`config.mk`:
```
export PLATFORM = sky130hd
export DESIGN_NAME = trace_encoder
export DESIGN_NICKNAME = d
export VERILOG_FILES = /design/src/source/trdb_pkg.sv /design/src/source/trace_encoder.sv /design/src/source/trdb_branch_map.sv /design/src/source/trdb_itype_detector.sv /design/src/source/trdb_packet_emitter.sv /design/src/source/trdb_packet_priority.sv /design/src/source/trdb_stage_pipe.sv
export VERILOG_INCLUDE_DIRS = /design/src /design/src/source
export SDC_FILE = /design/constraint.sdc
export NUM_CORES = 1
export LEC_CHECK = 0
export ABC_AREA = 1
export BUFFER_PORTS_ARGS = -buffer_cell sky130_fd_sc_hd__buf_2
export CAP_MARGIN = 20
export CELL_PAD_IN_SITES_DETAIL_PLACEMENT = 0
export CELL_PAD_IN_SITES_GLOBAL_PLACEMENT = 1
export CORE_AREA = 2 2 172 132
export CTS_BUF_LIST = sky130_fd_sc_hd__clkbuf_8 sky130_fd_sc_hd__clkbuf_16
export DETAILED_ROUTE_END_ITERATION = 16
export DIE_AREA = 0 0 174 134
export PLACE_DENSITY = 0.8
export SYNTH_ARGS = -nofsm -noshare
export SYNTH_HDL_FRONTEND = slang
export SYNTH_SLANG_ARGS = --single-unit
```
`constraint.sdc`:
```
create_clock -name clk_i -period 7.92 [get_ports clk_i]
set_clock_uncertainty 0.05 [all_clocks]
set_input_delay 0.396 -clock clk_i [delete_from_list [all_inputs] [get_ports clk_i]]
set_output_delay 0.396 -clock clk_i [all_outputs]
set_load 0.01 [all_outputs]
```
`src/source/trdb_cfg.svh`:
```
// widths and opcodes shared by the trace encoder
// the branch map capacity must stay below 2**TRDB_COUNT_LEN
// compressed instructions are not decoded
`ifndef TRDB_CFG_SVH
`define TRDB_CFG_SVH

// widths
`define TRDB_XLEN        32
`define TRDB_CAUSE_LEN   5
`define TRDB_PRIV_LEN    2
`define TRDB_INST_LEN    32
`define TRDB_MAP_LEN     31
`define TRDB_COUNT_LEN   5
`define TRDB_PAYLOAD_LEN 72
`define TRDB_LEN_LEN     4

// major opcodes
`define TRDB_OP_BRANCH   7'b1100011
`define TRDB_OP_JALR     7'b1100111

`endif

```
`src/source/trdb_pkg.sv`:
```
// types shared by the trace encoder blocks
// widths come from the cfg header
`default_nettype none

package trdb_pkg;

`include "trdb_cfg.svh"

    typedef logic [`TRDB_XLEN-1:0]        addr_t;
    typedef logic [`TRDB_INST_LEN-1:0]    inst_t;
    typedef logic [`TRDB_CAUSE_LEN-1:0]   cause_t;
    typedef logic [`TRDB_PRIV_LEN-1:0]    priv_t;
    typedef logic [`TRDB_MAP_LEN-1:0]     bmap_t;
    typedef logic [`TRDB_COUNT_LEN-1:0]   bcount_t;
    typedef logic [`TRDB_PAYLOAD_LEN-1:0] payload_t;
    typedef logic [`TRDB_LEN_LEN-1:0]     plen_t;

    // packet format, upper half of packet_type_o
    typedef enum logic [1:0] {
        F_NONE        = 2'd0,
        F_ADDR_BRANCH = 2'd1,
        F_ADDR_ONLY   = 2'd2,
        F_SYNC        = 2'd3
    } trdb_format_e;

    // format 3 subformat, lower half of packet_type_o
    typedef enum logic [1:0] {
        SF_START = 2'd0,
        SF_TRAP  = 2'd1
    } trdb_sync_sub_e;

endpackage

`default_nettype wire

```
`src/source/trace_encoder.sv`:
```
// trace encoder top, one retired instruction per valid cycle
// output has no ready, every packet_valid_o pulse must be taken
`timescale 1ns/10ps
`default_nettype none

module trace_encoder import trdb_pkg::*; (
    input  logic       clk_i,
    input  logic       rst_ni,
    input  logic       inst_valid_i,
    input  addr_t      pc_i,
    input  inst_t      inst_data_i,
    input  logic       exception_i,
    input  logic       interrupt_i,
    input  cause_t     cause_i,
    input  priv_t      priv_lvl_i,
    input  logic       trace_enable_i,
    output logic       packet_valid_o,
    output logic [3:0] packet_type_o,
    output plen_t      packet_length_o,
    output payload_t   packet_payload_o
);

    // stage pipe outputs
    addr_t  nc_pc, tc_pc;
    inst_t  tc_inst;
    priv_t  tc_priv, lc_priv;
    cause_t lc_cause;
    logic   nc_exception, tc_qualified, tc_step;
    logic   lc_exception, lc_interrupt, lc_updiscon, lc_qualified, lc_present;
    // detector
    logic   tc_branch, tc_taken, tc_updiscon;
    // branch map
    bmap_t   bmap;
    bcount_t bcount;
    logic    bmap_full, bmap_push;
    // decision
    logic           emit, flush;
    trdb_format_e   format;
    trdb_sync_sub_e subformat;

    // only traced branches go into the map
    assign bmap_push = tc_step & tc_qualified & tc_branch;

    trdb_stage_pipe i_stage_pipe (
        .clk_i(clk_i), .rst_ni(rst_ni), .inst_valid_i(inst_valid_i),
        .pc_i(pc_i), .inst_data_i(inst_data_i), .exception_i(exception_i),
        .interrupt_i(interrupt_i), .cause_i(cause_i), .priv_lvl_i(priv_lvl_i),
        .trace_enable_i(trace_enable_i), .tc_updiscon_i(tc_updiscon),
        .nc_pc_o(nc_pc), .nc_exception_o(nc_exception), .nc_inst_o(),
        .tc_pc_o(tc_pc), .tc_inst_o(tc_inst), .tc_priv_o(tc_priv),
        .tc_qualified_o(tc_qualified), .tc_step_o(tc_step),
        .lc_exception_o(lc_exception), .lc_interrupt_o(lc_interrupt),
        .lc_cause_o(lc_cause), .lc_updiscon_o(lc_updiscon),
        .lc_qualified_o(lc_qualified), .lc_priv_o(lc_priv), .lc_present_o(lc_present)
    );

    trdb_itype_detector i_itype_detector (
        .tc_inst_i(tc_inst), .tc_pc_i(tc_pc), .nc_pc_i(nc_pc),
        .tc_branch_o(tc_branch), .tc_taken_o(tc_taken), .tc_updiscon_o(tc_updiscon)
    );

    trdb_branch_map i_branch_map (
        .clk_i(clk_i), .rst_ni(rst_ni), .push_i(bmap_push), .taken_i(tc_taken),
        .flush_i(flush), .map_o(bmap), .count_o(bcount), .full_o(bmap_full)
    );

    trdb_packet_priority i_packet_priority (
        .tc_step_i(tc_step), .tc_qualified_i(tc_qualified), .lc_qualified_i(lc_qualified),
        .lc_present_i(lc_present), .tc_priv_i(tc_priv), .lc_priv_i(lc_priv),
        .lc_exception_i(lc_exception), .lc_updiscon_i(lc_updiscon),
        .nc_exception_i(nc_exception), .count_i(bcount), .tc_branch_i(tc_branch),
        .full_i(bmap_full), .emit_o(emit), .format_o(format),
        .subformat_o(subformat), .flush_o(flush)
    );

    trdb_packet_emitter i_packet_emitter (
        .clk_i(clk_i), .rst_ni(rst_ni), .emit_i(emit), .format_i(format),
        .subformat_i(subformat), .tc_pc_i(tc_pc), .tc_priv_i(tc_priv),
        .lc_cause_i(lc_cause), .lc_interrupt_i(lc_interrupt), .map_i(bmap),
        .count_i(bcount), .tc_branch_i(tc_branch), .tc_taken_i(tc_taken),
        .packet_valid_o(packet_valid_o), .packet_type_o(packet_type_o),
        .packet_length_o(packet_length_o), .packet_payload_o(packet_payload_o)
    );

endmodule

`default_nettype wire

```
`src/source/trdb_branch_map.sv`:
```
// branch outcome accumulator, bit n holds the n-th branch since the last flush
// flush wins over a push on the same cycle
`timescale 1ns/10ps
`default_nettype none

`include "trdb_cfg.svh"

module trdb_branch_map import trdb_pkg::*; (
    input  logic    clk_i,
    input  logic    rst_ni,
    input  logic    push_i,
    input  logic    taken_i,
    input  logic    flush_i,
    output bmap_t   map_o,
    output bcount_t count_o,
    output logic    full_o
);

    bmap_t   map_q;
    bcount_t count_q;

    always_ff @(posedge clk_i or negedge rst_ni) begin
        if (!rst_ni) begin
            map_q   <= '0;
            count_q <= '0;
        end else if (flush_i) begin
            // any push this cycle went out in the packet already
            map_q   <= '0;
            count_q <= '0;
        end else if (push_i) begin
            // new outcome lands at the current count
            map_q   <= map_q | (bmap_t'(taken_i) << count_q);
            count_q <= count_q + bcount_t'(1);
        end
    end

    // raised while the push fills the last slot
    assign full_o  = push_i & (count_q == bcount_t'(`TRDB_MAP_LEN - 1));

    assign map_o   = map_q;
    assign count_o = count_q;

endmodule

`default_nettype wire

```
`src/source/trdb_itype_detector.sv`:
```
// classifies the tc instruction, 32-bit encodings only
// taken is resolved from the nc address, so nc must be the real successor
`timescale 1ns/10ps
`default_nettype none

`include "trdb_cfg.svh"

module trdb_itype_detector import trdb_pkg::*; (
    input  inst_t tc_inst_i,
    input  addr_t tc_pc_i,
    input  addr_t nc_pc_i,
    output logic  tc_branch_o,
    output logic  tc_taken_o,
    output logic  tc_updiscon_o
);

    logic [6:0] opcode;
    addr_t      fallthrough;

    assign opcode      = tc_inst_i[6:0];
    // next sequential address
    assign fallthrough = tc_pc_i + addr_t'(4);

    // conditional branch
    assign tc_branch_o   = (opcode == `TRDB_OP_BRANCH);
    // taken when the successor is not the fallthrough
    assign tc_taken_o    = tc_branch_o & (nc_pc_i != fallthrough);
    // jalr target cannot be inferred from the binary
    assign tc_updiscon_o = (opcode == `TRDB_OP_JALR);

endmodule

`default_nettype wire

```
`src/source/trdb_packet_emitter.sv`:
```
// payload packing and the output register stage
// no back-pressure, packet_valid_o is a single-cycle pulse
`timescale 1ns/10ps
`default_nettype none

module trdb_packet_emitter import trdb_pkg::*; (
    input  logic           clk_i,
    input  logic           rst_ni,
    input  logic           emit_i,
    input  trdb_format_e   format_i,
    input  trdb_sync_sub_e subformat_i,
    input  addr_t          tc_pc_i,
    input  priv_t          tc_priv_i,
    input  cause_t         lc_cause_i,
    input  logic           lc_interrupt_i,
    input  bmap_t          map_i,
    input  bcount_t        count_i,
    input  logic           tc_branch_i,
    input  logic           tc_taken_i,
    output logic           packet_valid_o,
    output logic [3:0]     packet_type_o,
    output plen_t          packet_length_o,
    output payload_t       packet_payload_o
);

    bmap_t    map_full;
    bcount_t  count_full;
    payload_t payload;
    plen_t    length;

    // map and count with the tc branch folded in
    assign map_full   = tc_branch_i ? (map_i | (bmap_t'(tc_taken_i) << count_i)) : map_i;
    assign count_full = count_i + bcount_t'(tc_branch_i);

    always_comb begin
        payload = '0;
        length  = '0;
        case (format_i)
            F_ADDR_BRANCH: begin
                payload[4:0]  = count_full;
                payload[35:5] = map_full;
                payload[67:36] = tc_pc_i;
                length        = plen_t'(9);
            end
            F_ADDR_ONLY: begin
                payload[31:0] = tc_pc_i;
                length        = plen_t'(4);
            end
            F_SYNC: begin
                payload[1:0]  = tc_priv_i;
                payload[33:2] = tc_pc_i;
                // start packets leave the trap fields at zero
                if (subformat_i == SF_TRAP) begin
                    payload[38:34] = lc_cause_i;
                    payload[39]    = lc_interrupt_i;
                end
                length        = plen_t'(5);
            end
            default: begin
                payload = '0;
                length  = '0;
            end
        endcase
    end

    always_ff @(posedge clk_i or negedge rst_ni) begin
        if (!rst_ni) begin
            packet_valid_o <= 1'b0;
        end else begin
            packet_valid_o <= emit_i;
        end
    end

    // packet fields only move with a new packet
    always_ff @(posedge clk_i) begin
        if (emit_i) begin
            packet_type_o    <= {format_i, subformat_i};
            packet_length_o  <= length;
            packet_payload_o <= payload;
        end
    end

endmodule

`default_nettype wire

```
`src/source/trdb_packet_priority.sv`:
```
// packet decision for the tc instruction, valid only while tc_step_i is high
// one packet at most per instruction, any packet flushes the branch map
`timescale 1ns/10ps
`default_nettype none

module trdb_packet_priority import trdb_pkg::*; (
    input  logic           tc_step_i,
    input  logic           tc_qualified_i,
    input  logic           lc_qualified_i,
    input  logic           lc_present_i,
    input  priv_t          tc_priv_i,
    input  priv_t          lc_priv_i,
    input  logic           lc_exception_i,
    input  logic           lc_updiscon_i,
    input  logic           nc_exception_i,
    input  bcount_t        count_i,
    input  logic           tc_branch_i,
    input  logic           full_i,
    output logic           emit_o,
    output trdb_format_e   format_o,
    output trdb_sync_sub_e subformat_o,
    output logic           flush_o
);

    logic first_qualified;
    logic privchange;
    logic has_branches;

    // lc missing or untraced means tc opens the trace
    assign first_qualified = ~lc_present_i | ~lc_qualified_i;
    assign privchange      = lc_present_i & (lc_priv_i != tc_priv_i);
    // map content once the tc branch is in
    assign has_branches    = (count_i != '0) | tc_branch_i;

    always_comb begin
        emit_o      = 1'b0;
        format_o    = F_NONE;
        subformat_o = SF_START;
        if (tc_step_i && tc_qualified_i) begin
            if (first_qualified || privchange) begin
                emit_o   = 1'b1;
                format_o = F_SYNC;
            end else if (lc_exception_i) begin
                // tc is the first handler instruction
                emit_o      = 1'b1;
                format_o    = F_SYNC;
                subformat_o = SF_TRAP;
            end else if (lc_updiscon_i || nc_exception_i) begin
                // jalr target, or last instruction before a trap
                emit_o   = 1'b1;
                format_o = has_branches ? F_ADDR_BRANCH : F_ADDR_ONLY;
            end else if (full_i) begin
                emit_o   = 1'b1;
                format_o = F_ADDR_BRANCH;
            end
        end
    end

    assign flush_o = emit_o;

endmodule

`default_nettype wire

```
`src/source/trdb_stage_pipe.sv`:
```
// nc/tc/lc window, shifts only on inst_valid_i
// inputs are only looked at while inst_valid_i is high
`timescale 1ns/10ps
`default_nettype none

module trdb_stage_pipe import trdb_pkg::*; (
    input  logic    clk_i,
    input  logic    rst_ni,
    input  logic    inst_valid_i,
    input  addr_t   pc_i,
    input  inst_t   inst_data_i,
    input  logic    exception_i,
    input  logic    interrupt_i,
    input  cause_t  cause_i,
    input  priv_t   priv_lvl_i,
    input  logic    trace_enable_i,
    input  logic    tc_updiscon_i,
    output addr_t   nc_pc_o,
    output logic    nc_exception_o,
    output inst_t   nc_inst_o,
    output addr_t   tc_pc_o,
    output inst_t   tc_inst_o,
    output priv_t   tc_priv_o,
    output logic    tc_qualified_o,
    output logic    tc_step_o,
    output logic    lc_exception_o,
    output logic    lc_interrupt_o,
    output cause_t  lc_cause_o,
    output logic    lc_updiscon_o,
    output logic    lc_qualified_o,
    output priv_t   lc_priv_o,
    output logic    lc_present_o
);

    // per-stage control bits
    logic   nc_present_q, tc_present_q;
    logic   nc_qual_q, tc_qual_q;
    logic   tc_exception_q;
    // per-stage payload
    logic   nc_interrupt_q, tc_interrupt_q;
    cause_t nc_cause_q, tc_cause_q;
    priv_t  nc_priv_q;

    always_ff @(posedge clk_i or negedge rst_ni) begin
        if (!rst_ni) begin
            nc_present_q   <= 1'b0;
            tc_present_q   <= 1'b0;
            lc_present_o   <= 1'b0;
            nc_qual_q      <= 1'b0;
            tc_qual_q      <= 1'b0;
            lc_qualified_o <= 1'b0;
            nc_exception_o <= 1'b0;
            tc_exception_q <= 1'b0;
            lc_exception_o <= 1'b0;
            lc_updiscon_o  <= 1'b0;
            tc_step_o      <= 1'b0;
        end else begin
            // step marks the one cycle a fresh instruction sits in tc
            tc_step_o <= inst_valid_i & nc_present_q;
            if (inst_valid_i) begin
                nc_present_q   <= 1'b1;
                tc_present_q   <= nc_present_q;
                lc_present_o   <= tc_present_q;
                nc_qual_q      <= trace_enable_i;
                tc_qual_q      <= nc_present_q & nc_qual_q;
                lc_qualified_o <= tc_present_q & tc_qual_q;
                nc_exception_o <= exception_i;
                tc_exception_q <= nc_exception_o;
                lc_exception_o <= tc_exception_q;
                // detector output is garbage on an empty tc
                lc_updiscon_o  <= tc_present_q & tc_updiscon_i;
            end
        end
    end

    // payload shift, no reset
    always_ff @(posedge clk_i) begin
        if (inst_valid_i) begin
            nc_pc_o        <= pc_i;
            nc_inst_o      <= inst_data_i;
            nc_interrupt_q <= interrupt_i;
            nc_cause_q     <= cause_i;
            nc_priv_q      <= priv_lvl_i;
            tc_pc_o        <= nc_pc_o;
            tc_inst_o      <= nc_inst_o;
            tc_interrupt_q <= nc_interrupt_q;
            tc_cause_q     <= nc_cause_q;
            tc_priv_o      <= nc_priv_q;
            lc_interrupt_o <= tc_interrupt_q;
            lc_cause_o     <= tc_cause_q;
            lc_priv_o      <= tc_priv_o;
        end
    end

    assign tc_qualified_o = tc_qual_q;

endmodule

`default_nettype wire

```
# ---- After elaboration in Yosys (flattened, before gate mapping)
# Index checks and enable logic that the tools add are counted.
dict set report totals {
  regBits 226
  latchBits 0
  mem_bits_rw 0
  rom_bits 0
  input_bits 77
  out_inout_bits 81
  wordCells 86
  memories 0
}
dict set report op_classes {
  n_addsub 3
  n_mul 0
  n_div 0
  order_cmp 0
  n_eq_ne 9
  shift 1
  muxes 23
  bitwise_logic 14
  reduce_logical 5
}
# cell count
set ops {}
lappend ops {{$pmux W32 S3} 1}
lappend ops {{$mux W31} 3}
lappend ops {{$add A32 B3 Y32 const B} 1}
lappend ops {{$ne A32 B32 Y1} 1}
lappend ops {{$or A31 B31 Y31} 1}
lappend ops {{$shl A1 B5 Y31} 1}
lappend ops {{$pmux W8 S2} 1}
lappend ops {{$eq A7 B7 Y1 const B} 2}
lappend ops {{$mux W2} 7}
lappend ops {{$pmux W4 S3} 1}
lappend ops {{$mux W5} 2}
lappend ops {{$and A1 B1 Y1} 9}
lappend ops {{$mux W1} 7}
lappend ops {{$mux W6} 1}
lappend ops {{$add A5 B1 Y5} 1}
lappend ops {{$add A5 B1 Y5 const B} 1}
lappend ops {{$eq A5 B5 Y1 const B} 1}
lappend ops {{$reduce_bool A5 Y1} 1}
lappend ops {{$eq A2 B1 Y1 const B} 2}
lappend ops {{$eq A2 B2 Y1 const B} 2}
lappend ops {{$logic_or A1 B1 Y1} 2}
lappend ops {{$ne A2 B2 Y1} 1}
lappend ops {{$not A1 Y1} 2}
lappend ops {{$or A1 B1 Y1} 2}
lappend ops {{other kinds (2)} 2}

# ---- Depth between registers and ports, before layout
dict set report logic_depth {
  word_depth 10
  ltp_mapped 20
  mapped_depth_nobuf 20
}

# ---- Modules after synthesis
# Synthesis repeated with hierarchy kept, for this count alone.
dict set report hier_totals {
  cells_unflattened 1142
  hier_area_um2 12059.1
}
# mod n_inst cells_each area_per_inst_um2 seq_area_each_um2
set by_module_without_submodules {}
lappend by_module_without_submodules {trdb_stage_pipe 1 194 4969.8 4839.6}
lappend by_module_without_submodules {trdb_packet_emitter 1 414 3833.7 2277.2}
lappend by_module_without_submodules {trdb_branch_map 1 179 1592.8 900.9}
lappend by_module_without_submodules {trdb_itype_detector 1 316 1487.7 0.0}
lappend by_module_without_submodules {trdb_packet_priority 1 36 161.4 0.0}
lappend by_module_without_submodules {trace_encoder 1 3 13.8 0.0}

# ---- Worst setup path after synthesis
# No wires, ideal clock.
dict set report synth_timing {
  path_kind {reg2reg}
  startpoint {register i_stage_pipe.tc_inst_o[4]}
  endpoint {register i_packet_emitter.packet_length_o[2], enable pin}
  setup_ps 467
  t_arrival_ps 3682
  required_time_ps 7403
  slack_ps 3722
  path_stages_with_launch 9
  n_path_buf 1
  synth_period_minus_slack_ps 4198
  cell_sequence {edfxtp_1 nor3_1 nand4_1 nor2_1 nand3_1 nand2_1 nor2_1 nor2_2 clkbuf_1}
}
dict set report synth_via {
  elab_chain_cells 8
}
# item line_no
set synth_lines {}
lappend synth_lines {{start: declaration} trdb_stage_pipe.sv:22} ;# output inst_t tc_inst_o,
lappend synth_lines {{start signal: assignment} trdb_stage_pipe.sv:85} ;# tc_inst_o <= nc_inst_o;
lappend synth_lines {{$eq A7 B7 Y1 (no source line)} --}
lappend synth_lines {{$and A1 B1 Y1} trace_encoder.sv:42} ;# assign bmap_push = tc_step & tc_qualified & tc_branch;
lappend synth_lines {{$and A1 B1 Y1} trdb_branch_map.sv:38} ;# assign full_o = push_i & (count_q == bcount_t'(`TRDB_MAP_LEN - 1));
lappend synth_lines {{$mux W1} trdb_packet_priority.sv:52} ;# end else if (full_i) begin
lappend synth_lines {{$mux W1} trdb_packet_priority.sv:48} ;# end else if (lc_updiscon_i || nc_exception_i) begin
lappend synth_lines {{$mux W1} trdb_packet_priority.sv:43} ;# end else if (lc_exception_i) begin
lappend synth_lines {{$mux W1} trdb_packet_priority.sv:40} ;# if (first_qualified || privchange) begin
lappend synth_lines {{$mux W1} trdb_packet_priority.sv:39} ;# if (tc_step_i && tc_qualified_i) begin
lappend synth_lines {{net emit} trace_encoder.sv:37} ;# logic emit, flush;
lappend synth_lines {{end signal: assignment} trdb_packet_emitter.sv:78} ;# packet_length_o <= length;
lappend synth_lines {{end: declaration} trdb_packet_emitter.sv:22} ;# output plen_t packet_length_o,
# The timed path passes the listed nets, and every way through them passes these cells.
# A chain may end at the register's enable or synchronous reset.

# ---- Final worst setup path
dict set report layout_timing {
  startpoint {register i_stage_pipe.tc_inst_o[4]}
  endpoint {register i_packet_emitter.packet_payload_o[4] (data pin)}
}
dict set report layout_via {
  elab_chain_cells 10
  elab_cells_between_ends 15
  cone_classes {add/sub: 1; eq/ne: 4; mux: 7; bitwise: 3}
}
# item line_no
set layout_lines {}
lappend layout_lines {{$eq A7 B7 Y1 (no source line) (*)} --}
lappend layout_lines {{$and A1 B1 Y1} trace_encoder.sv:42}
lappend layout_lines {{$and A1 B1 Y1} trdb_branch_map.sv:38}
lappend layout_lines {{$mux W1} trdb_packet_priority.sv:52}
lappend layout_lines {{$mux W2} trdb_packet_priority.sv:48}
lappend layout_lines {{$mux W2} trdb_packet_priority.sv:43}
lappend layout_lines {{$mux W2} trdb_packet_priority.sv:40}
lappend layout_lines {{$mux W2} trdb_packet_priority.sv:39}
lappend layout_lines {{$eq A2 B2 Y1 / $eq A2 B1 Y1 (equally long branches)} trdb_packet_emitter.sv:38} ;# case (format_i)
lappend layout_lines {{$pmux W32 S3 (*)} trdb_packet_emitter.sv:38}
lappend layout_lines {{net i_packet_emitter.payload[4]} trdb_packet_emitter.sv:28} ;# payload_t payload;
lappend layout_lines {{end signal: assignment} trdb_packet_emitter.sv:79} ;# packet_payload_o <= payload;
lappend layout_lines {{end: declaration} trdb_packet_emitter.sv:23} ;# output payload_t packet_payload_o
# Mark *: on every way through the listed nets, which the timed path passes. The rest lies on a longest branch.

==> results.yml <==
sta:
  drv_slew: 0
  finalHoldViolations: 0
  achievable-frequency_ghz: 0.2195
  setup_tns_ps: 0
  max_slew_margin_pct: 35.72
  report.final.setup_viol: 0
  worst-slew-pin-transition_ps: 962.0
  rsz0062_at_grt: "false"
  finalCriticalPeriod_ps: 4555
  finalCritPeriodShare_pct: 57.51
layout:
  multiInputGateArea_um2: 3022
  antenna_cells_inserted: 0
  final_layout_size_suffix_gt1_share_pct: 17.87
  num-nets-final: 1258
  nFillCells: 1924
  instances_no_fill: 1486
  layout.area.seq_um2: 6456
  area_growth_syn_to_layout_pct: 20.80
floorplan:
  fp.dieW_um: 174
  die_area_um2: 23320
  fp.coreArea_um2: 21640
  initial_standard_cell_utilization_of_the_core_pct: 47.09
  die_height_um: 134
  io_pins: 158
  row_count: 47
yosys:
  synth_area_um2: 10190
  ys_types: 41
  synth_top_area_share_pct: 51.57
  ys_top_cells_by_area: "sky130_fd_sc_hd__edfxtp_1 (52%), sky130_fd_sc_hd__dfrtp_1 (12%), sky130_fd_sc_hd__nand2_1 (8.5%)"
  synth_cells: 1000
  main_flop_type_after_synthesis: "sky130_fd_sc_hd__edfxtp_1"
  synth_async_sr_flop_share_pct: 21.52
  synth_top_cells_by_count: "sky130_fd_sc_hd__nand2_1 (231), sky130_fd_sc_hd__edfxtp_1 (175), sky130_fd_sc_hd__inv_1 (145)"
  synth_seq_area_share_pct: 63.36
  synth.ff_latch_count: 223
  netlist.top_cell.by_area: "sky130_fd_sc_hd__edfxtp_1"
  average_instance_area_after_synthesis_um2: 10.19
  synth.most_common_cell: "sky130_fd_sc_hd__nand2_1"
  synthesis.yosys.warnings: 0
  count_of_flip_flops_with_a_built_in_enable_after_synthesis: 175
global_route:
  number_of_antenna_violations_at_the_first_check_in_global_routing: 1
  first_global_vias: 7019
  grt_start_max_net_pins: 76
  global_route_wire_length_before_repair_um: 38140
  grt_use_total_pct: 21.00
  grt_residual_overflow: 0
status:
  run_status: "finished, final reports clean"
placed_design:
  globalplace.congestion: 0.8534
  buffer_ports.inserted: 126
  place_hpwl_um: 16720
  dpl.cell_count: 1399
critical_path:
  critical_path_required_ps: 8220
  cp.arrival_ps: 4850
  timing.setup.critical_path_class: "reg2reg"
  crit_fanout: 44
  setup.worst_path.end_class: "flip-flop"
  critical_path.startpoint_type: "flip-flop"
clock_tree:
  htree_num_levels: 1
  ctsLongestPathBuffers: 3
  cts_inserted_buffers: 24
  clock_latency_ps: 510
  cts-hold-fix-buffers: 44
  tritoncts: "done"
  number_of_clock_sinks: 223
  post_cts_resized: 0
  number_of_post_cts_setup_repair_buffers: 0
  root_buffer: "sky130_fd_sc_hd__clkbuf_16"
  clk_transition_reported_paths_ps: 70
power_and_ir_drop:
  irDropWorstVdd_uv: 198.3
  power-per-cell-area_nw_per_um2: 216.9
  power_leakage_nw: 5.409
  post-layout-total-power_mw: 2.669
detailed_routing:
  routed_wire_length_per_instance_um: 16.40
  first_pass_iters: 5
  drc_errors: 0
  routed_wirelength_um: 24370
  final_antenna_net_count: 0
  vias: 7496
  routed_via_density: 5.044
  iteration_0_drc_markers: 681
flow_run:
  max-cap-violations: 0
hold_path:
  timing.hold.worst.class: "in2reg"
==> critical path: stages (launching register included) <==
cell and delay (ps):
sky130_fd_sc_hd__edfxtp_1 370, sky130_fd_sc_hd__nor3_1 380, sky130_fd_sc_hd__nand4_1 260, sky130_fd_sc_hd__nor2_2 130, sky130_fd_sc_hd__buf_4 370, sky130_fd_sc_hd__nand3_1 130
sky130_fd_sc_hd__nand2_1 80, sky130_fd_sc_hd__nor2_1 90, sky130_fd_sc_hd__nor2_4 740, sky130_fd_sc_hd__nand2_2 760, sky130_fd_sc_hd__inv_2 640, sky130_fd_sc_hd__o211ai_1 230
sky130_fd_sc_hd__o221ai_1 130
==> final cells by class <==
cell class	count	share of cell area, %
Clock buffer	27	5.306
Multi-Input combinational cell	600	24.55
Clock inverter	16	1.047
Timing Repair Buffer	176	9.087
Inverter	150	4.574
Tap cell	294	2.988
Sequential cell	223	52.45
==> final timing paths <==
path | to | startpoint | cells past startpoint | slack (ps)
worst max-delay path | i_packet_emitter.packet_payload_o[4] | i_stage_pipe.tc_inst_o[4] | 12 | 3370
worst min-delay path | i_stage_pipe.nc_pc_o[30] | pc_i[30] | 1 | 20
worst max register to register | i_packet_emitter.packet_payload_o[4] | i_stage_pipe.tc_inst_o[4] | 12 | 3370
worst min register to register | i_stage_pipe.tc_priv_o[0] | i_stage_pipe.nc_priv_q[0] | 0 | 360
max in group asynchronous | i_stage_pipe.lc_present_o | rst_ni | 3 | 6870
min in group asynchronous | i_branch_map.map_o[29] | rst_ni | 3 | 480
==> where the power goes <==
part | internal, mW | total [mW] | leakage, nW | switching [mW]
logic | 0.0741 | 0.202 | 2.63 | 0.128
registers | 1.33 | 1.37 | 2.39 | 0.0359
clock network | 0.654 | 1.10 | 0.391 | 0.443
==> cell families (layout without fill, tap and decap cells) <==
kind of cell             after synthesis  after routing  synth area share [%]
other                                  1              6               0.03680
adder cells (fa/ha/maj)                6              6                0.7367
XOR/XNOR                              23             23                 1.977
AO/OA/AOI/OAI                        115            115                 6.815
buffers and inverters                182            369                 7.244
flip-flops                           223            223                 63.36
AND/OR/NAND/NOR                      450            450                 19.83
==> state kept, by name, indices dropped and copies added, names as in the netlist, 3 cells and up <==
signal,flops
i_branch_map.count_o,5
i_branch_map.map_o,31
i_packet_emitter.packet_payload_o,68
i_packet_emitter.packet_type_o,3
i_stage_pipe.lc_cause_o,5
i_stage_pipe.nc_cause_q,5
i_stage_pipe.nc_inst_o,7
i_stage_pipe.nc_pc_o,32
i_stage_pipe.tc_cause_q,5
i_stage_pipe.tc_inst_o,7
i_stage_pipe.tc_pc_o,32
==> routing by layer <==
metal	track usage (%)	share of wire [%]
met5	0	0.053
met4	4.342	1.8
met3	3.486	5.7
met2	31.39	44
met1	32.48	49
==> stage by stage <==
step	area, um^2	util (%)	hold WS (ps)	setup slack (ps)
floorplan	10210	-	50.41	3722
global placement	11090	51.23	351.5	3357
detailed placement	11090	51.23	354.5	3280
CTS	12310	56.88	0.5516	3251
global route	12310	56.88	0.5908	2879
finish	12310	56.88	19.94	3365
==> cell usage in the layout, fill, tap and decap left out, types with 3 or more instances in the layout <==
master and instances:
sky130_fd_sc_hd__a21o_1 3, sky130_fd_sc_hd__a21oi_1 40, sky130_fd_sc_hd__a21oi_2 5, sky130_fd_sc_hd__buf_2 125
sky130_fd_sc_hd__buf_4 7, sky130_fd_sc_hd__clkbuf_16 25, sky130_fd_sc_hd__clkinv_1 6, sky130_fd_sc_hd__clkinv_2 3
sky130_fd_sc_hd__conb_1 6, sky130_fd_sc_hd__dfrtp_1 48, sky130_fd_sc_hd__dlygate4sd3_1 44, sky130_fd_sc_hd__edfxtp_1 175
sky130_fd_sc_hd__ha_1 6, sky130_fd_sc_hd__inv_1 148, sky130_fd_sc_hd__inv_2 4, sky130_fd_sc_hd__nand2_1 231
sky130_fd_sc_hd__nand2_2 7, sky130_fd_sc_hd__nand3_1 65, sky130_fd_sc_hd__nand3b_1 3, sky130_fd_sc_hd__nand4_1 23
sky130_fd_sc_hd__nor2_1 83, sky130_fd_sc_hd__nor2_2 13, sky130_fd_sc_hd__nor2_4 8, sky130_fd_sc_hd__nor3_1 8
sky130_fd_sc_hd__o21ai_0 21, sky130_fd_sc_hd__o21bai_1 10, sky130_fd_sc_hd__o221ai_1 5, sky130_fd_sc_hd__o22ai_1 23
sky130_fd_sc_hd__or2_2 3, sky130_fd_sc_hd__xnor2_1 9, sky130_fd_sc_hd__xor2_1 14
Power figures use the tool's default switching activity.
